--- src/rsa_skid.sv ---
module rsa_skid #(
    parameter type T = logic
) (
    input  logic i_clk,
    input  logic i_rst,
    input  logic i_valid,
    output logic o_ready,
    input  T     i_data,
    output logic o_valid,
    input  logic i_ready,
    output T     o_data
);

    logic valid_q;
    logic skid_valid_q;
    T     data_q;
    T     skid_q;
    logic in_fire;
    logic out_free;

    // Ready depends only on the skid slot so it comes straight from a flop
    assign o_ready  = ~skid_valid_q;
    assign o_valid  = valid_q;
    assign o_data   = data_q;
    assign in_fire  = i_valid & o_ready;
    assign out_free = i_ready | ~valid_q;

    always_ff @(posedge i_clk or negedge i_rst) begin
        if (!i_rst) begin
            valid_q      <= 1'b0;
            skid_valid_q <= 1'b0;
        end else if (out_free) begin
            // Output slot empties this cycle, refill from skid first
            if (skid_valid_q) begin
                valid_q      <= 1'b1;
                skid_valid_q <= 1'b0;
            end else begin
                valid_q <= in_fire;
            end
        end else if (in_fire) begin
            skid_valid_q <= 1'b1;
        end
    end

    always_ff @(posedge i_clk) begin
        if (out_free) begin
            if (skid_valid_q) begin
                data_q <= skid_q;
            end else if (in_fire) begin
                data_q <= i_data;
            end
        end
        if (in_fire && !out_free) begin
            skid_q <= i_data;
        end
    end

    // Stalled output holds its payload until the consumer takes it
    a_hold_stable: assert property (@(posedge i_clk) disable iff (!i_rst)
        o_valid && !i_ready |=> o_valid && $stable(o_data));

endmodule

--- config.mk ---
export PLATFORM = sky130hd
export DESIGN_NAME = rsa_skid
export DESIGN_NICKNAME = d
export VERILOG_FILES = /design/src/rsa_skid.sv
export SDC_FILE = /design/constraint.sdc
export NUM_CORES = 1
export LEC_CHECK = 0
export BUFFER_PORTS_ARGS = -buffer_cell sky130_fd_sc_hd__buf_2
export CORE_AREA = 8 8 45 47
export CTS_BUF_LIST = sky130_fd_sc_hd__clkbuf_16
export DETAILED_ROUTE_END_ITERATION = 16
export DIE_AREA = 0 0 53 55
export GPL_ROUTABILITY_DRIVEN = 0
export HOLD_SLACK_MARGIN = 0.06
export SETUP_SLACK_MARGIN = 0.5
export SYNTH_ARGS = -nofsm -noshare
export SYNTH_HDL_FRONTEND = slang
export SYNTH_SLANG_ARGS = --single-unit
--- constraint.sdc ---
create_clock -name i_clk -period 1.7 [get_ports i_clk]
set_clock_uncertainty 0.15 [all_clocks]
set_input_delay 0.17 -clock i_clk [delete_from_list [all_inputs] [get_ports i_clk]]
set_output_delay 0.17 -clock i_clk [all_outputs]
set_load 0.05 [all_outputs]
### Word-level counts from Yosys, hierarchy flattened

Cells that the tools add are included.

| storage, ports and cells | value |
|---|---|
| flip-flop bits (word level) | 4 |
| input port bits | 5 |
| output and inout bits | 3 |
| logic and storage cells | 18 |

| operators by class | value |
|---|---|
| muxes and demuxes | 5 |
| bitwise gates (word level) | 4 |
| reductions and logical operators | 5 |

Operator list:

| kind | number |
|---|---|
| $mux W1 | 5 |
| $reduce_bool A2 Y1 | 2 |
| $not A1 Y1 | 2 |
| $reduce_and A2 Y1 | 1 |
| $and A1 B1 Y1 | 1 |
| $logic_and A1 B1 Y1 | 1 |
| $logic_not A1 Y1 | 1 |
| $or A1 B1 Y1 | 1 |

### Logic depth before layout (Yosys ltp)

| depth | value |
|---|---|
| depth after elaboration | 4 |
| depth in mapped cells | 2 |
| gate-level depth less buffers | 2 |

### Worst setup path after synthesis

No wires, ideal clock.

| timing path | value |
|---|---|
| path kind | register to register |
| start point | register valid_q, in the netlist o_valid |
| end point | register skid_q, enable pin |
| library setup time | 314 ps |
| arrival time | 941 ps |
| required time | 1236 ps |
| path slack | 295 ps |
| cell stages (with the launch flop) | 3 |
| path buffers | 0 |
| period minus slack after synthesis | 1405 ps |
| cells stage by stage | dfrtp_1 nand2b_4 nor3b_1 |

| between the ends | value |
|---|---|
| longest elaborated chain between the ends | 4 |

RTL lines:

| element | RTL line | source |
|---|---|---|
| from (decl) | 14 | `logic valid_q;` |
| from (signal assigned) | 38 | `valid_q <= in_fire;` |
| $not A1 Y1 | 26 | `assign out_free = i_ready \| ~valid_q;` |
| $or A1 B1 Y1 | 26 |  |
| $logic_not A1 Y1 | 53 | `if (in_fire && !out_free) begin` |
| $logic_and A1 B1 Y1 | 53 |  |
| to (signal assigned) | 54 | `skid_q <= i_data;` |
| to (decl) | 17 | `T skid_q;` |

No other way between the ends.
A chain may end at the register's enable or synchronous reset.

### Final worst setup path

| timing path | value |
|---|---|
| start point | register skid_valid_q |
| end point | output port o_ready |

| between the ends | value |
|---|---|
| longest elaborated chain between the ends | 1 |

RTL lines:

| element | RTL line | source |
|---|---|---|
| from (decl) | 15 | `logic skid_valid_q;` |
| from (signal assigned) | 31 | `skid_valid_q <= 1'b0;` |
| from (signal assigned) | 36 | `skid_valid_q <= 1'b0;` |
| from (signal assigned) | 41 | `skid_valid_q <= 1'b1;` |
| $not A1 Y1 | 22 | `assign o_ready = ~skid_valid_q;` |
| to (decl) | 7 | `output logic o_ready,` |

No other way between the ends.

==> summary.md <==
| Metric | Value |
|---|---|
| Status | completed |
| RSZ-0062 raised after global routing | true |
| Reg2Reg Depth | 1 |
| Die area | 2915 um2 |
| Actual slew at the worst max-slew pin | 0.2505 ns |
| Fmax achieved | 844.8 MHz |
| Setup Buffers After CTS | 0 |
| Fraction of layout cells with a size suffix above 1 | 0.5200 |
| Data arrival, critical path | 0.86 ns |
| WS Path Type | flip-flop to output port |
| # rows | 14 |
| ANT nets after route | 0 |
| Finished Cell Area | 332.8 um2 |
| Syn_nets | 17 |
| Core Region | 1384 um2 |
| First-pass GRT wire length | 662 um |
| Total congestion overflow | 0 |
| Area Growth Syn to Fin | 103.1% |
| Starting DRC count in detailed routing | 2 |
| # setup viols final | 0 |
| Clock buffer count from CTS | 3 |
| Initial Util | 0.1184 |
| Clk_lat worst skew | 0.23 ns |
| Fillers | 145 |
| Static leakage | 0.0001498 uW |
| Vias/cell | 3.098 |
| Routed len/inst | 9.146 um |
| Setup tns final | 0 ns |
| Crit path to | o_ready |
| Antenna Cells | 0 |
| DRC violations left | 0 |
| Setup ws final | 0.5162 ns |
| Gate Count Post-Synth | 12 |
| CTS H-tree lvls | 1 |
| Total vias in the final route | 127 |
| R2R setup slack | 0.57 ns |
| Yosys top cell area share | 0.3664 |
| Post-synth ARST share | 0.5000 |
| Crit Reg-Reg Startpoint | skid_valid_q |
| Antenna violations before repair | 0 |
| Die X-Extent | 53 um |
| Relative slew margins | 0.8342 |
| Fin crit share | 0.6963 |
| # nets final | 31 |
| CP endpoint kind | output port |
| Post-Route Utilization | 0.2405 |
| Routed WL | 375 um |
| Die height | 55 um |
| Top cell types by occurrence after synthesis | 2 x dfrtp_1, 2 x edfxtp_1, 2 x nor2_1 |
| Post-Place Setup Slack | 0.5715 ns |
| Vias in the first global route | 143 |
| Final critical-path required period | 1.184 ns |
| VDD IR max | 0.3372 mV |
| PwrDens | 1636 nW/um2 |
| Sequential fraction of the synthesis area | 0.6718 |
| GRT Total Usage | 0.03890 |
| Max-slew violation count | 0 |
| Input/output buffers | 7 |
| Hold Path Cell Cnt | 3 |
| Synthesized area per cell | 13.66 um2 |
| Startpoint types | flip-flop |
| Crit path max fanout | 4 |
| YS warnings | 0 |
| Hold-fix buffers, CTS | 2 |
| Max-Cap Viols | 0 |
| Reg-to-reg endpoint | o_data |
| Ys flop type | edfxtp_1 |
| Worst-path clk slew | 0.03 ns |
| Total power | 544.4 uW |
| Synth cell types | 9 |
| Area after DPL | 225.2 um2 |
| Worst hold path type | input port to flip-flop |
| Largest net degree at the start of global routing | 5 |
| Clock sink total | 4 |
| Synthesized area | 163.9 um2 |
| Synth Register Bits | 4 |
| Final Hold Viols | 0 |
| Top post-synthesis cells by area | edfxtp_1 37%, dfrtp_1 31%, nand2b_4 8.4% |
| WP data required | 1.38 ns |
| CTS tree | yes |
| # IOs | 8 |
| Clock Path Buffers | 2 |
| Root buffer cell | clkbuf_16 |
| TritonRoute pass-1 iters | 2 |
| Post-synth EDFFs | 2 |
| Crit path from | skid_valid_q |
| Largest area contributor in the netlist | edfxtp_1 |
-- how the worst min path moves through the flow --
stage,endpoint,start,slack [ns]
6_report,o_valid,i_valid,0.01
5_1_grt,o_valid,i_valid,0.03
4_1_cts,o_valid,i_valid,0.01
3_5_place_dp,skid_valid_q,i_rst,-0.19
3_3_place_gp,skid_valid_q,i_rst,-0.19
2_1_floorplan,o_valid,i_rst,-0.28
-- through the flow --
stage	hold slack (ns)	std cells
floorplan	-0.2756	12
global placement	-0.1907	35
detailed placement	-0.1918	35
CTS	0.01487	41
global route	0.02982	41
finish	0.01395	41
-- kinds of logic (layout without fill, tap and decap cells) --
| family | Yosys count | after routing | share of synthesized area |
|---|---|---|---|
| AND/OR/NAND/NOR | 6 | 6 | 0.2367 |
| flip-flops | 4 | 4 | 0.6718 |
| multiplexers | 1 | 1 | 0.06870 |
| buffers and inverters | 1 | 14 | 0.02288 |
-- state kept, by name, summed over array words and instances (netlist names) --
| name | flops |
|---|---|
| o_data | 1 |
| skid_valid_q | 1 |
| o_valid | 1 |
| skid_q | 1 |
-- layer usage --
metal,global-route usage,up-vias,share of wire
met5,0,-,0
met4,0.06466,0,0.040
met3,0.04011,2,0.18
met2,0.02930,10,0.30
met1,0.03982,50,0.48
li1,-,65,-
-- layout by cell type (no fill, tap or decap) --
cell           count
nor2_1             2
edfxtp_1           2
nor2b_1            1
dlygate4sd3_1      2
buf_2              5
dfrtp_2            1
nor3b_2            1
clkbuf_4           1
nand2_1            1
clkbuf_16          3
inv_1              2
buf_6              1
nand2b_4           1
dfrtp_1            1
mux2_1             1
-- worst max-delay path, cell delays in order, from the launching register on --
cell and delay (ns):
dfrtp_1 0.41, inv_1 0.08, buf_6 0.15
-- power by group --
group / internal, uW / total [uW] / switching [uW] / leakage (uW)
registers: 111 / 115 / 4.82 / 0.0000414
clock network: 304 / 377 / 72.8 / 0.0000423
logic: 20.6 / 52.0 / 31.4 / 0.0000661
-- cell type report --
| type | instances | area (um2) | area share |
|---|---|---|---|
| Tap cell | 16 | 20.02 | 0.06015 |
| Inverter | 1 | 3.754 | 0.01128 |
| Multi-Input combinational cell | 7 | 55.05 | 0.1654 |
| Clock buffer | 3 | 75.07 | 0.2256 |
| Timing Repair Buffer | 9 | 63.81 | 0.1917 |
| Clock inverter | 1 | 3.754 | 0.01128 |
| Sequential cell | 4 | 111.4 | 0.3346 |
-- what timing repair did --
item,CTS,global route
endpoints found under the setup margin,1,2
gates resized for setup,2,1
endpoints found under the hold margin,4,1
(Power assumes the default switching activity.)
