`config.mk`:
```
export PLATFORM = sky130hd
export DESIGN_NAME = rsa_mont
export DESIGN_NICKNAME = d
export VERILOG_FILES = /design/src/rsa_pkg.sv /design/src/rsa_mont.sv
export VERILOG_INCLUDE_DIRS = /design/src
export SDC_FILE = /design/constraint.sdc
export NUM_CORES = 2
export LEC_CHECK = 0
export BUFFER_PORTS_ARGS = -buffer_cell sky130_fd_sc_hd__buf_2
export CAP_MARGIN = 10
export CORE_MARGIN = 4
export CORE_UTILIZATION = 41
export CTS_CLUSTER_SIZE = 30
export DETAILED_ROUTE_END_ITERATION = 12
export SLEW_MARGIN = 20
export SYNTH_ARGS = -nofsm -noshare
export SYNTH_HDL_FRONTEND = slang
export SYNTH_SLANG_ARGS = --single-unit
```
`constraint.sdc`:
```
create_clock -name i_clk -period 27.8 [get_ports i_clk]
set_clock_uncertainty 0.1 [all_clocks]
set_input_delay 4.17 -clock i_clk [delete_from_list [all_inputs] [get_ports i_clk]]
set_output_delay 4.17 -clock i_clk [all_outputs]
set_load 0.01 [all_outputs]
```
`src/rsa_macros.svh`:
```
`ifndef RSA_MACROS_SVH
`define RSA_MACROS_SVH

// Operand width of the whole core
`define RSA_W 256

// Prep scans a 257-bit multiplier equal to 2^256
`define RSA_PREP_ITER (`RSA_W + 1)

// One Montgomery iteration per bit of operand a
`define RSA_MONT_ITER `RSA_W

`endif

```
`src/rsa_pkg.sv`:
```
`include "rsa_macros.svh"

package rsa_pkg;

    // Request as it enters the core
    typedef struct packed {
        logic [`RSA_W-1:0] n;
        logic [`RSA_W-1:0] y;
        logic [`RSA_W-1:0] d;
    } rsa_req_t;

    // Result of y^d mod n
    typedef struct packed {
        logic [`RSA_W-1:0] m;
    } rsa_resp_t;

    // Operand pair for one Montgomery product a*b*2^-256 mod n
    typedef struct packed {
        logic [`RSA_W-1:0] a;
        logic [`RSA_W-1:0] b;
    } mont_op_t;

endpackage

```
`src/rsa_mont.sv`:
```
`include "rsa_macros.svh"

module rsa_mont (
    input  logic              i_clk,
    input  logic              i_rst,
    input  logic              i_start,
    input  rsa_pkg::mont_op_t i_op,
    input  logic [`RSA_W-1:0] i_n,
    output logic              o_done,
    output logic [`RSA_W-1:0] o_p
);
    import rsa_pkg::*;

    mont_op_t                          op_q;
    logic                              busy_q;
    logic                              done_q;
    logic [$clog2(`RSA_MONT_ITER)-1:0] cnt_q;
    // Partial sum stays below 2n
    logic [`RSA_W:0]                   s_q;
    logic [`RSA_W+1:0]                 sum_b;
    logic [`RSA_W+1:0]                 sum_n;
    logic [`RSA_W:0]                   s_sub;
    logic                              a_bit;

    assign a_bit = op_q.a[cnt_q];

    // Add b on a set bit of a
    assign sum_b = {1'b0, s_q} + (a_bit ? {2'b00, op_q.b} : '0);

    // Make the sum even so the halving is exact mod n
    assign sum_n = sum_b + (sum_b[0] ? {2'b00, i_n} : '0);

    // Final conditional subtraction, visible in the done cycle
    assign s_sub = s_q - {1'b0, i_n};
    assign o_p   = (s_q >= {1'b0, i_n}) ? s_sub[`RSA_W-1:0] : s_q[`RSA_W-1:0];

    assign o_done = done_q;

    always_ff @(posedge i_clk or negedge i_rst) begin
        if (!i_rst) begin
            busy_q <= 1'b0;
            done_q <= 1'b0;
            cnt_q  <= '0;
        end else begin
            done_q <= 1'b0;
            if (i_start) begin
                busy_q <= 1'b1;
                cnt_q  <= '0;
            end else if (busy_q) begin
                cnt_q <= cnt_q + 1'b1;
                if (cnt_q == `RSA_MONT_ITER - 1) begin
                    busy_q <= 1'b0;
                    done_q <= 1'b1;
                end
            end
        end
    end

    // Operands captured once, sum held after done until the next start
    always_ff @(posedge i_clk) begin
        if (i_start) begin
            op_q <= i_op;
            s_q  <= '0;
        end else if (busy_q) begin
            s_q <= sum_n[`RSA_W+1:1];
        end
    end

    // Controller must wait for done before issuing the next product
    a_no_restart: assert property (@(posedge i_clk) disable iff (!i_rst)
        busy_q |-> !i_start);

endmodule

```
# Word-level counts from Yosys, hierarchy flattened
# Index checks and enable logic that the tools add are counted.
# op_classes
add_sub_neg,4
mul,0
n_div,0
order_cmp,2
eq_ne,1
shift,0
n_mux,13
n_bitwise,0
n_reduce_logical,1
# op_table
cell,n
256-bit two-way mux,3
257-bit by 256-bit adder with 258-bit output,1
258-bit by 256-bit adder with 258-bit output,1
257-bit by 256-bit >= comparator with 1-bit output,1
256-bit subtractor,1
8-bit two-way mux,2
8-bit by 9-bit less-than comparator with 1-bit output (second input constant),1
8-bit by 1-bit adder with 8-bit output (second input constant),1
1-bit binary-select mux with 8-bit select,1
8-bit equality test (second input constant),1
1-bit two-way mux,7
2-bit nonzero test,1
# totals
ff_bits,779
latchBits,0
mem_bits_rw,0
rom_bits,0
in_bits,771
mem_count,0

# Depth between registers and ports, before layout
# logic_depth
ltp_word,6
ltp_mapped,51
mapped_depth_nobuf,46

# Worst setup path after synthesis
# OpenSTA, ideal clock, no wires.
# synth_timing
path_type,input-to-output
start,input port i_n[6]
end,output port o_p[130]
arrival_ns,8.392
required_time_ns,23.530
setup_slack_ns,15.138
cell_stages,22
path_buffers,2
path_cell_list,inv_1 -> ha_1 -> a2111oi_0 -> inv_1 -> o21ai_1 -> a2bb2oi_2 -> a211oi_2 -> o21a_1 -> a21oi_2 -> o31a_2 -> o21a_1 -> o21ai_2 -> a211oi_2 -> o21ai_2 -> a21oi_2 -> o41ai_4 -> a21oi_2 -> o21ai_1 -> a31oi_1 -> buf_4 -> buf_6 -> mux2_1
# synth_between
elab_chain_cells,2
# synth_rtl
element,line_no,rtl
from (decl),rsa_mont.sv:8,"input logic [`RSA_W-1:0] i_n,"
256-bit subtractor / 257-bit by 256-bit >= comparator with 1-bit output (equally long branches),"rsa_mont.sv:34, rsa_mont.sv:35",
256-bit two-way mux (*),rsa_mont.sv:35,"assign o_p = (s_q >= {1'b0, i_n}) ? s_sub[`RSA_W-1:0] : s_q[`RSA_W-1:0];"
to (decl),rsa_mont.sv:10,output logic [`RSA_W-1:0] o_p
# Every way passes the cells marked *; elsewhere a longest branch is shown, timed or not.

# Final worst setup path
# layout_timing
start,input port i_n[6]
end,output port o_p[64]
# The elaborated chain is that of the path after synthesis.

==> results by group <==
Timing
  • Final hold slack: 0.409 ns
  • Rel. slew slack: 5.23%
  • Achievable Freq: 0.0571 GHz
  • Tmin final: 17.51 ns
  • Final Hold Fails: 0
  • # setup viols final: 0
  • Crit share post-route: 63.0%
  • Setup TNS: 0 ns
  • Slew Limit Fails: 0
  • RSZ-0062 raised after global routing: no
  • Tightest Pin Transition: 1.42 ns

Floorplan
  • Die height: 464 µm
  • Chip Width: 464 µm
  • Core footprint: 207000 µm²
  • Boundary Pins: 1028
  • Rows: 167
  • Die area: 215000 µm²
  • Initial Util: 41.2%

Final layout
  • Area of the multi-input gates: 60400 µm²
  • Fillers: 20900
  • Register area: 20800 µm²
  • Commonest non-fill, non-tap cell in the layout: a21oi_1
  • Area growth from synthesis to final layout: 12.4%
  • Share of layout cells above drive strength 1: 12.3%
  • Layout Nets: 13400
  • Most frequent cells in the layout: a21oi_1 (1388), nand2_1 (1221), buf_2 (1027)

Route
  • DRT iter0 DRCs: 12000
  • # DRC: 0
  • Vias post-DR: 93500
  • Met2 wire len: 202 mm
  • Vias/cell: 6.35
  • Met3 wire len: 46.2 mm
  • 1st-pass router iterations: 9
  • DRT met1 WL: 188 mm
  • Post-route ant nets: 0
  • WL/cell: 32.2 µm
  • Drt total wl: 474 mm
  • Highest metal used: met5

Critical path
  • WP data arrival: 13.24 ns
  • Critical path's slowest cell: buf_4
  • R2R setup slack: 11.25 ns
  • Worst EP required: 23.53 ns
  • CP Capture Type: output pin
  • Worst path max stage delay: 0.93 ns
  • Startpoint types: primary input
  • Crit-path leading delay family: compound AO/OA/AOI/OAI gates
  • Crit-path max FO: 126
  • Most common cell on crit path: a21oi_2
  • Worst-path cell chain: buf_2, inv_1, ha_1, a2111oi_0, inv_1, o21ai_1, a2bb2oi_2, a211oi_2, o21a_1, a21oi_2, o31a_2, o21a_1, o21ai_2, a211oi_2, o21ai_2, a21oi_2, o41ai_4, a21oi_2, o21ai_1, a31oi_4, buf_4, buf_4, mux2_1, buf_2
  • Critical path type: in2out
  • Worst path bufs/invs: 6

Pwr
  • Combinational power share: 72.6%
  • Clk pwr share: 11.6%
  • Internal: 5.02 mW
  • Power per Cell Area: 124 nW/µm²
  • IR drop worst, VDD: 68.0 µV
  • Net switching power: 6.85 mW
  • Lkg Pwr: 41.6 nW
  • Sequential power share: 15.9%
  • Switching share of power: 57.7%

Synthesis
  • EDFF count, synth: 512
  • Mapped Area: 85300 µm²
  • Asr flop ratio synth: 1.28%
  • Ys flop type: edfxtp_1
  • Sequential area share after synthesis: 24.3%
  • Post-synthesis cell type count: 108
  • Cell count after synthesis: 11200
  • Syn Area/Cell: 7.62 µm²
  • Register bit total from synthesis: 779
  • Syn. warnings: 0
  • Syn nets: 12700

Global routing
  • Largest net degree at the start of global routing: 143
  • Initial antenna violation count: 79
  • Vias in the first global route: 88000
  • Grt ovf: 0
  • Gr usage total: 41.7%
  • Global-route wire length before repair: 651 mm

Clock network
  • CTS tree: yes
  • Clk root buf: clkbuf_16
  • Setup repair bufs after CTS: 0
  • Clock Latency Late Sink: 0.84 ns
  • CTS Sinks: 779
  • Max clock buf depth: 3
  • # hold bufs at CTS: 0
  • Clk slew on worst S/H paths: 0.06 ns
  • PostCTS Resize Cnt: 0
  • H-tree depth: 3
  • Cts bufs inserted: 100

Placement
  • Placer Congestion: 1.12
  • Final HPWL DP: 402 mm
  • Port bufs: 1027

Run status
  • Status: finished, final reports clean

Run
  • Max cap viols: 0

Min path
  • Hold Path Class: reg2reg
==> cell usage after synthesis, types with 363 or more instances <==
library cell / number / area, µm²
inv_1: 509 / 1910
ha_1: 768 / 9610
o21ai_1: 363 / 1820
clkbuf_1: 510 / 1910
nor2_1: 985 / 3700
nand4_1: 426 / 2670
and2_1: 534 / 3340
a21o_1: 368 / 2760
nand2_1: 1221 / 4580
xnor2_1: 484 / 4240
edfxtp_1: 512 / 15400
o21ai_0: 695 / 3480
a21oi_1: 1388 / 6950
==> flip-flops by register name, indices dropped and copies added, names as in the netlist <==
signal	count
s_q	257
busy_q	1
o_done	1
cnt_q	8
op_q	512
==> path summary, 6_finish.rpt <==
path	from	end	cells after the start
max	i_n[6]	o_p[64]	24
min	s_q[205]$_SDFFE_PP0P_	s_q[205]$_SDFFE_PP0P_	2
max reg2reg	cnt_q[0]$_DFFE_PN0P_	s_q[252]$_SDFFE_PP0P_	47
min reg2reg	s_q[205]$_SDFFE_PP0P_	s_q[205]$_SDFFE_PP0P_	2
max in group asynchronous	i_rst	cnt_q[0]$_DFFE_PN0P_	1
min in group asynchronous	i_rst	cnt_q[5]$_DFFE_PN0P_	1
==> final cells by class <==
cell class | instances | share of cell area (%)
Multi-Input combinational cell | 9308 | 63.0
Sequential cell | 779 | 21.7
Timing Repair Buffer | 1114 | 6.10
Tap cell | 2788 | 3.64
Clock buffer | 123 | 2.73
Inverter | 513 | 2.01
Clock inverter | 65 | 0.767
Antenna cell | 40 | 0.104
==> power groups by stage <==
| stage | Sequential (mW) | Clock, mW | Combinational, mW |
|---|---|---|---|
| 2_1_floorplan | 1.60 | 0 | 5.47 |
| 3_3_place_gp | 1.88 | 0 | 8.28 |
| 3_5_place_dp | 1.87 | 0 | 8.27 |
| 4_1_cts | 1.85 | 1.39 | 8.32 |
| 5_1_grt | 1.86 | 1.43 | 9.12 |
| 6_report | 1.88 | 1.37 | 8.61 |
==> worst register-to-register path: cells and delay by family (launching register included) <==
kind,cells,cell delay [ns]
AO/OA/AOI/OAI,23,6.65
XOR/XNOR,2,0.32
adder cells (fa/ha/maj),2,0.77
buffers and inverters,3,1.68
flip-flops,1,0.65
multiplexers,4,2.63
AND/OR/NAND/NOR,13,3.65
==> cells by family (layout without fill, tap and decap cells) <==
group	after synthesis	after routing	share of synthesized area (%)
AND/OR/NAND/NOR	3834	3834	21.4
AO/OA/AOI/OAI	3680	3680	25.6
buffers and inverters	1110	1815	5.08
flip-flops	779	779	24.3
adder cells (fa/ha/maj)	771	771	11.3
XOR/XNOR	762	762	7.82
multiplexers	261	261	4.35
other	0	40	0
==> metrics by stage <==
step | setup slack, ns | total power, mW | instance area, µm² | cells | utilization (%)
floorplan | 15.14 | 7.07 | 85300 | 11200 | -
global placement | 10.74 | 10.2 | 92300 | 14500 | 44.6
detailed placement | 10.57 | 10.1 | 92400 | 14500 | 44.6
CTS | 10.58 | 11.6 | 95700 | 14700 | 46.2
global route | 10.21 | 12.4 | 95800 | 14700 | 46.3
finish | 10.29 | 11.9 | 95900 | 14700 | 46.3
==> layer usage <==
metal	track usage, %	vias to the layer above
li1	-	41800
met3	8.74	1082
met1	53.3	45100
met2	63.2	5519
met5	0	-
met4	27.7	42
(Power assumes the default switching activity.)
